`config.mk`:
```
export PLATFORM = sky130hd
export DESIGN_NAME = freq_display_top
export DESIGN_NICKNAME = d
export VERILOG_FILES = /design/src/rtl/freq_pkg.sv /design/src/rtl/freq_display_top.sv /design/src/rtl/display_scanner.sv /design/src/rtl/dabble_controller.sv /design/src/rtl/edge_gate_counter.sv /design/src/rtl/bcd_digit_cell.sv
export SDC_FILE = /design/constraint.sdc
export NUM_CORES = 1
export LEC_CHECK = 0
export BUFFER_PORTS_ARGS = -buffer_cell sky130_fd_sc_hd__buf_2
export CORE_UTILIZATION = 45
export DETAILED_ROUTE_END_ITERATION = 8
export GPL_ROUTABILITY_DRIVEN = 0
export PLACE_DENSITY = 0.65
export RECOVER_POWER = 25
export SLEW_MARGIN = 25
export SYNTH_ARGS = -nofsm -noshare
export SYNTH_HDL_FRONTEND = slang
export SYNTH_SLANG_ARGS = --single-unit
```
`constraint.sdc`:
```
create_clock -name clock -period 3.7 [get_ports clock]
set_clock_uncertainty 0.15 [all_clocks]
set_input_delay 0.74 -clock clock [delete_from_list [all_inputs] [get_ports clock]]
set_output_delay 0.74 -clock clock [all_outputs]
set_load 0.05 [all_outputs]
```
`src/rtl/freq_pkg.sv`:
```
// ======================================================================
// shared widths, timing constants and types of the frequency counter
// with its eight-digit seven-segment display; design files and the
// testbench refer to these by scoped name
// ======================================================================
`default_nettype none

package freq_pkg;

	// measured count
	localparam int COUNT_WIDTH = 24;
	typedef logic [COUNT_WIDTH-1:0] count_t;

	// bcd reading, digit 0 in the low nibble
	localparam int NUM_DIGITS = 8;
	typedef logic [3:0] bcd_digit_t;
	typedef logic [NUM_DIGITS*4-1:0] reading_t;

	// gate length in system clocks
	localparam int GATE_CYCLES = 1000;
	localparam int GATE_WIDTH = $clog2(GATE_CYCLES);
	typedef logic [GATE_WIDTH-1:0] gate_timer_t;

	// shift counter for the serial conversion
	localparam int SHIFT_WIDTH = $clog2(COUNT_WIDTH);
	typedef logic [SHIFT_WIDTH-1:0] shift_count_t;

	// display scan
	localparam int DIGIT_DWELL = 16;
	localparam int DWELL_WIDTH = $clog2(DIGIT_DWELL);
	typedef logic [DWELL_WIDTH-1:0] dwell_timer_t;
	localparam int DIGIT_SEL_WIDTH = $clog2(NUM_DIGITS);
	typedef logic [DIGIT_SEL_WIDTH-1:0] digit_sel_t;
	// one hertz format, point after the sixth digit
	localparam int DP_DIGIT = 6;

	// segments g,f,e,d,c,b,a,dp and anodes, all active high
	typedef logic [7:0] segment_t;
	typedef logic [NUM_DIGITS-1:0] anode_t;

	// dabble controller states
	typedef enum logic [1:0] {
		IDLE,
		SHIFT,
		DONE
	} ctrl_state_t;

endpackage

`default_nettype wire
```
`src/rtl/freq_display_top.sv`:
```
// ======================================================================
// frequency counter top level; gate counter, dabble controller, chain
// of bcd digit cells and the display scanner on one system clock
// ======================================================================
`timescale 1ns/1ps
`default_nettype none

module freq_display_top (
	input  logic               clock,
	input  logic               reset,
	input  logic               signal_in,
	output freq_pkg::segment_t segment,
	output freq_pkg::anode_t   anode,
	output freq_pkg::reading_t reading,
	output logic               reading_valid
);
	logic                              count_valid;
	freq_pkg::count_t                  count;
	logic                              credit_return;
	logic                              cell_clear;
	logic                              cell_shift;
	logic                              serial_bit;
	logic                              convert_done;
	// carry chain through the digits, top bit is overflow
	logic [freq_pkg::NUM_DIGITS:0]     carry;
	freq_pkg::reading_t                digits;

	edge_gate_counter edge_gate_counter_i (
		.clock(clock),
		.reset(reset),
		.signal_in(signal_in),
		.count_valid(count_valid),
		.count(count),
		.credit_return(credit_return)
	);

	dabble_controller dabble_controller_i (
		.clock(clock),
		.reset(reset),
		.count_valid(count_valid),
		.count(count),
		.credit_return(credit_return),
		.cell_clear(cell_clear),
		.cell_shift(cell_shift),
		.serial_bit(serial_bit),
		.convert_done(convert_done)
	);

	assign carry[0] = serial_bit;

	for (genvar k = 0; k < freq_pkg::NUM_DIGITS; k++) begin : g_cell
		bcd_digit_cell bcd_digit_cell_i (
			.clock(clock),
			.reset(reset),
			.cell_clear(cell_clear),
			.cell_shift(cell_shift),
			.carry_in(carry[k]),
			.carry_out(carry[k+1]),
			.digit(digits[k*4 +: 4])
		);
	end

	display_scanner display_scanner_i (
		.clock(clock),
		.reset(reset),
		.convert_done(convert_done),
		.digits(digits),
		.reading(reading),
		.reading_valid(reading_valid),
		.segment(segment),
		.anode(anode)
	);

	// a full scale count fits in eight digits, so nothing leaves the chain
	a_no_overflow: assert property (@(posedge clock) disable iff (reset)
		cell_shift |-> !carry[freq_pkg::NUM_DIGITS]);

endmodule

`default_nettype wire

```
`src/rtl/display_scanner.sv`:
```
// ======================================================================
// latches each finished bcd reading, presents it on the parallel port
// with a one cycle valid pulse, and multiplexes it onto eight common
// anode digits with the decimal point fixed on one digit
// ======================================================================
`timescale 1ns/1ps
`default_nettype none

module display_scanner (
	input  logic               clock,
	input  logic               reset,
	input  logic               convert_done,
	input  freq_pkg::reading_t digits,
	output freq_pkg::reading_t reading,
	output logic               reading_valid,
	output freq_pkg::segment_t segment,
	output freq_pkg::anode_t   anode
);
	freq_pkg::dwell_timer_t dwell;
	freq_pkg::digit_sel_t   digit_sel;
	freq_pkg::bcd_digit_t   shown_digit;
	logic [6:0]             glyph;

	// reading latch
	always_ff @(posedge clock) begin
		if (reset) begin
			reading <= '0;
			reading_valid <= 1'b0;
		end else begin
			reading_valid <= convert_done;
			if (convert_done) begin
				reading <= digits;
			end
		end
	end

	// anode scan, digit 0 first after reset
	always_ff @(posedge clock) begin
		if (reset) begin
			anode <= '0;
			digit_sel <= '0;
			dwell <= '0;
		end else if (anode == '0) begin
			anode <= freq_pkg::anode_t'(1);
			dwell <= '0;
		end else if (dwell == freq_pkg::dwell_timer_t'(freq_pkg::DIGIT_DWELL - 1)) begin
			dwell <= '0;
			anode <= {anode[freq_pkg::NUM_DIGITS-2:0], anode[freq_pkg::NUM_DIGITS-1]};
			if (digit_sel == freq_pkg::digit_sel_t'(freq_pkg::NUM_DIGITS - 1)) begin
				digit_sel <= '0;
			end else begin
				digit_sel <= digit_sel + freq_pkg::digit_sel_t'(1);
			end
		end else begin
			dwell <= dwell + freq_pkg::dwell_timer_t'(1);
		end
	end

	assign shown_digit = reading[digit_sel*4 +: 4];

	// segments g..a
	always_comb begin
		case (shown_digit)
			4'd0: glyph = 7'h3f;
			4'd1: glyph = 7'h06;
			4'd2: glyph = 7'h5b;
			4'd3: glyph = 7'h4f;
			4'd4: glyph = 7'h66;
			4'd5: glyph = 7'h6d;
			4'd6: glyph = 7'h7d;
			4'd7: glyph = 7'h07;
			4'd8: glyph = 7'h7f;
			4'd9: glyph = 7'h6f;
			default: glyph = 7'h00;
		endcase
	end

	// dark until the first anode is driven
	assign segment = (anode == '0) ? '0
		: {glyph, digit_sel == freq_pkg::digit_sel_t'(freq_pkg::DP_DIGIT)};

	a_anode_onehot0: assert property (@(posedge clock) disable iff (reset)
		$onehot0(anode));

	// the lit anode is the digit being decoded
	a_anode_matches_sel: assert property (@(posedge clock) disable iff (reset)
		anode != '0 |-> anode == (freq_pkg::anode_t'(1) << digit_sel));

endmodule

`default_nettype wire

```
`src/rtl/dabble_controller.sv`:
```
// ======================================================================
// serial double dabble control; takes one count, clears the digit
// cells, shifts the count msb first through them, then flags the
// conversion done and returns the credit to the gate counter
// ======================================================================
`timescale 1ns/1ps
`default_nettype none

module dabble_controller (
	input  logic             clock,
	input  logic             reset,
	input  logic             count_valid,
	input  freq_pkg::count_t count,
	output logic             credit_return,
	output logic             cell_clear,
	output logic             cell_shift,
	output logic             serial_bit,
	output logic             convert_done
);
	freq_pkg::ctrl_state_t  state;
	freq_pkg::count_t       shift_reg;
	freq_pkg::shift_count_t bit_count;

	always_ff @(posedge clock) begin
		if (reset) begin
			state <= freq_pkg::IDLE;
			cell_clear <= 1'b0;
			cell_shift <= 1'b0;
			bit_count <= '0;
		end else begin
			cell_clear <= 1'b0;
			case (state)
				freq_pkg::IDLE: begin
					if (count_valid) begin
						cell_clear <= 1'b1;
						bit_count <= '0;
						state <= freq_pkg::SHIFT;
					end
				end
				freq_pkg::SHIFT: begin
					// clear cycle, shifting starts on the next one
					if (cell_clear) begin
						cell_shift <= 1'b1;
					end else if (bit_count
						== freq_pkg::shift_count_t'(freq_pkg::COUNT_WIDTH - 1)) begin
						cell_shift <= 1'b0;
						state <= freq_pkg::DONE;
					end else begin
						bit_count <= bit_count + freq_pkg::shift_count_t'(1);
					end
				end
				default: begin
					state <= freq_pkg::IDLE;
				end
			endcase
		end
	end

	// count payload, shifted left once per cell shift
	always_ff @(posedge clock) begin
		if (state == freq_pkg::IDLE && count_valid) begin
			shift_reg <= count;
		end else if (cell_shift) begin
			shift_reg <= shift_reg << 1;
		end
	end

	assign serial_bit = shift_reg[freq_pkg::COUNT_WIDTH-1];

	// done and credit share the single DONE cycle
	assign convert_done = (state == freq_pkg::DONE);
	assign credit_return = (state == freq_pkg::DONE);

	// the one credit keeps a new count from arriving mid conversion
	a_valid_in_idle: assert property (@(posedge clock) disable iff (reset)
		count_valid |-> state == freq_pkg::IDLE);

endmodule

`default_nettype wire

```
`src/rtl/edge_gate_counter.sv`:
```
// ======================================================================
// counts rising edges of an external square wave over a fixed gate of
// system clocks and hands each finished count to the converter, one
// count per credit; without a credit the gate pauses on the held count
// ======================================================================
`timescale 1ns/1ps
`default_nettype none

module edge_gate_counter (
	input  logic             clock,
	input  logic             reset,
	input  logic             signal_in,
	output logic             count_valid,
	output freq_pkg::count_t count,
	input  logic             credit_return
);
	// two flop synchronizer plus one for edge detection
	logic sync_meta;
	logic sync_stable;
	logic sync_prev;
	logic rise;

	freq_pkg::gate_timer_t gate_timer;
	freq_pkg::count_t      edge_count;
	freq_pkg::count_t      next_count;
	logic                  gate_end;
	logic                  credit;
	// finished count waiting for a credit
	logic                  holding;

	always_ff @(posedge clock) begin
		if (reset) begin
			sync_meta <= 1'b0;
			sync_stable <= 1'b0;
			sync_prev <= 1'b0;
		end else begin
			sync_meta <= signal_in;
			sync_stable <= sync_meta;
			sync_prev <= sync_stable;
		end
	end

	assign rise = sync_stable & ~sync_prev;

	// saturate at all ones
	assign next_count = (rise && (edge_count != '1)) ? edge_count + freq_pkg::count_t'(1)
		: edge_count;

	// gate runs only while nothing is held
	assign gate_end = !holding
		&& (gate_timer == freq_pkg::gate_timer_t'(freq_pkg::GATE_CYCLES - 1));

	always_ff @(posedge clock) begin
		if (reset) begin
			count_valid <= 1'b0;
			gate_timer <= '0;
			edge_count <= '0;
			credit <= 1'b1;
			holding <= 1'b0;
		end else begin
			count_valid <= 1'b0;
			if (credit_return) begin
				credit <= 1'b1;
			end
			if (holding) begin
				// credit came back, send the kept count and restart
				if (credit_return) begin
					count_valid <= 1'b1;
					credit <= 1'b0;
					holding <= 1'b0;
					gate_timer <= '0;
					edge_count <= '0;
				end
			end else if (gate_end) begin
				gate_timer <= '0;
				edge_count <= '0;
				if (credit || credit_return) begin
					count_valid <= 1'b1;
					credit <= 1'b0;
				end else begin
					holding <= 1'b1;
				end
			end else begin
				gate_timer <= gate_timer + freq_pkg::gate_timer_t'(1);
				edge_count <= next_count;
			end
		end
	end

	// result register, loaded once per gate
	always_ff @(posedge clock) begin
		if (gate_end) begin
			count <= next_count;
		end
	end

	// after a count leaves, the next one waits for the credit to come back
	a_valid_needs_credit: assert property (@(posedge clock) disable iff (reset)
		count_valid |=> (!count_valid throughout credit_return [->1]));

endmodule

`default_nettype wire

```
`src/rtl/bcd_digit_cell.sv`:
```
// ======================================================================
// one decimal digit of the serial double dabble chain; cells are
// chained lsb digit first, carry_out of one feeding carry_in of the next
// ======================================================================
`timescale 1ns/1ps
`default_nettype none

module bcd_digit_cell (
	input  logic                 clock,
	input  logic                 reset,
	input  logic                 cell_clear,
	input  logic                 cell_shift,
	input  logic                 carry_in,
	output logic                 carry_out,
	output freq_pkg::bcd_digit_t digit
);
	freq_pkg::bcd_digit_t adjusted;

	// add three before the shift when the digit would pass nine
	assign adjusted = (digit >= 4'd5) ? digit + 4'd3 : digit;
	// adjusted msb moves on to the next digit
	assign carry_out = adjusted[3];

	always_ff @(posedge clock) begin
		if (reset || cell_clear) begin
			digit <= '0;
		end else if (cell_shift) begin
			digit <= {adjusted[2:0], carry_in};
		end
	end

	a_digit_decimal: assert property (@(posedge clock) disable iff (reset)
		digit <= 4'd9);

endmodule

`default_nettype wire

```
==> results_dict.tcl <==
set metrics [dict create \
    status "complete, no violations" \
    ioPinCount 52 \
    htreeDepth 4 \
    finalSetupTns_ns 0 \
    die_h_um 140 \
    drtPass1Iterations 8 \
    postLayoutCoreUtil 0.510 \
    grt_usage 0.194 \
    antenna_found_initial 0 \
    power_density_mw_per_mm2 410 \
    cts_buffers 17 \
    ys_seq_elements 177 \
    peakVddDrop_v 0.000319 \
    netlist.area_leader.share 0.301 \
    globalRouteMet3Util 0.0373 \
    rrSetupSlack_ns 1.28 \
    ant_nets 0 \
    path_max_fanout 8 \
    synth_top_family_by_area "simple AND/OR/NAND/NOR gates" \
    hold_ws_ns 0.294 \
    via_count 6459 \
    hp-class "flop to flop" \
    synth_top_flop_cell "dfxtp_1" \
    synthCells 933 \
    avgSynthCellArea_um2 9.19 \
    leakage_nw 3.71 \
    synthDistinctLibCells 68 \
    crit_required_ns 2.81 \
    cts.sinks 177 \
    synth_common_cells "201 x nand2_1, 129 x dfxtp_1, 77 x a21oi_1" \
    drcViolationCount 0 \
    synth_compound_area_frac 0.136 \
    async_reset_ff_frac 0 \
    synth_top_cells_by_area "dfxtp_1 30%, edfxtp_1 17%, nand2_1 8.8%" \
    pre_cts_ws_ns 0.440 \
    wl_mm 18.2 \
    cts_hold_buffers 0 \
    tightest_slew_ns 1.25 \
    cap_violations 0 \
    synth_xor_area_frac 0.0521 \
    fmax_ghz 0.289 \
    crit_path_end_kind "output pin" \
    rsz0062_at_grt "no" \
    synth.most_common_cell "nand2_1" \
    wire_per_inst_um 15.1 \
    setup_ws_ns 0.239 \
    die_w_um 140 \
    clk_latency_ns 0.43 \
    use_met1 0.256 \
    grt_pass1_wl_mm 30.7 \
    crit_slowest_cell "mux4_2" \
    criticalPathCategory "flop to output pin" \
    clk_pin_slew_ns 0.07 \
    hold_violations 0 \
    crit_arrival_ns 2.57 \
    syn_nets 964 \
    initial_core_util 0.458 \
    yosysWarningCount 0 \
    core_mm2 0.0187 \
    drive_gt1_frac 0.126 \
    netlist_area_mm2 0.00857 \
    dp_hpwl_mm 12.5 \
    maxSlewViolCount 0 \
    top_regs "display_scanner_i.reading (32), g_cell.bcd_digit_cell_i.digit (32)" \
    fin_crit_sh 0.935 \
    synth_largest_area_cell "dfxtp_1" \
    grt_overflow 0 \
    maxSlewHeadroom 0.164 \
    cts.path.max_buffers 2 \
    synthAdderAreaFrac 0.0409 \
    root_buffer "clkbuf_16" \
    grt_max_degree 56 \
    grt_pass1_vias 6087 \
    crit_path_cell_trace "buf_4 > mux4_2 > mux2i_4 > a21o_1 > nand2_2 > a31oi_1 > buf_2" \
    fin_nets 991 \
    diodes 0 \
    fill_cells 1720 \
    areaGrowthSynthToFinish_pct 11.2 \
    layout_min_cycle_time_ns 3.46 \
    critical_path.max_stage_delay_ns 0.55 \
    final-setup-viol-count 0 \
    grt_use_met2 0.325 \
    cts_tree "yes" \
    yosysSeqAreaShare 0.469 \
    row_count 50 \
    synth.area.mux_share 0.0489 \
    io_buffers 51 \
    synth_simple_gate_area_share 0.208 \
    initialDrtViolationCount 375 \
    grt-busiest-layer "met2" \
    synth_edf_count 48 \
    vias_per_cell 5.35 \
    cp-start-kind "flop" \
    die-area_mm2 0.0196 \
]
report_power, final:
group / internal (mW) / total [mW] / leakage [nW] / switching, mW
clock network: 0.991 / 1.81 / 0.292 / 0.820
registers: 1.99 / 1.99 / 1.52 / 0.00944
logic: 0.0264 / 0.103 / 1.90 / 0.0768
total: 3.00 / 3.91 / 3.71 / 0.906
critical path: cells and delay by family (launching register included):
kind	cells	cell delay, ns
DFF	1	0.43
and+or+nand+nor	1	0.08
muxes	2	0.85
buffers and inverters	2	0.48
AOI/OAI and AO/OA	2	0.31
stage by stage:
stage               cells  cell area [µm²]  power [mW]
floorplan             933             8580        2.12
global placement     1175             8950        2.14
detailed placement   1175             8950        2.14
CTS                  1207             9550        3.95
global route         1207             9540        4.03
finish               1207             9540        3.91
area by class of cell:
cell class                 instances  area [µm²]  share of cell area
sequential                       177        4030               0.422
timing repair buffer              64         342              0.0358
clock buffer                      18         450              0.0472
multi-input combinational        674        4190               0.439
tap                              234         293              0.0307
clock inverter                    14         141              0.0148
inverter                          26        97.6              0.0102
logic make-up after synthesis:
family,after synthesis
AOI/OAI and AO/OA,181
xor gates and xnor gates,51
adders and majority gates,28
buffers and inverters,82
DFF,177
muxes,29
and+or+nand+nor,385
placed cells by master (no fill, tap or decap), types with 8 or more instances in the layout:
master     instances
nand2b_1          29
a21oi_1           77
xor2_1            17
nand3_1           30
clkbuf_16         18
mux2i_1           18
a31oi_1           17
buf_4             10
buf_2             50
inv_1             25
o21ai_0           23
a21o_1            12
dfxtp_1          127
and4_1             9
and3_1            12
edfxtp_1          48
ha_1              28
xnor2_1           34
nor2_1            52
nand2_1          201
mux4_2             8
nor3_1            10
nand4_1           15
o211ai_1          10
path summary, 6_finish.rpt:
path / startpoint / end / depth (start not counted)
min: edge_gate_counter_i.sync_meta$_SDFF_PP0_ / edge_gate_counter_i.sync_stable$_SDFF_PP0_ / 1
min reg2reg: edge_gate_counter_i.sync_meta$_SDFF_PP0_ / edge_gate_counter_i.sync_stable$_SDFF_PP0_ / 1
max reg2reg: edge_gate_counter_i.edge_count[1]$_SDFFE_PP0P_ / edge_gate_counter_i.count[3]$_DFFE_PP_ / 6
max: display_scanner_i.digit_sel[1]$_SDFFE_PP0P_ / segment[3] / 7
layer usage:
layer	up-vias	part of all wire
li1	3293	-
met1	3035	0.47
met2	118	0.49
met3	13	0.039
met4	0	0.0055
met5	-	0
timing repair:
item	CTS	global route
hold endpoints to repair	0	0
setup buffers	0	0
resized for setup	1	1
setup endpoints to repair	2	7
Note: power is estimated with default switching activity, not from simulation.
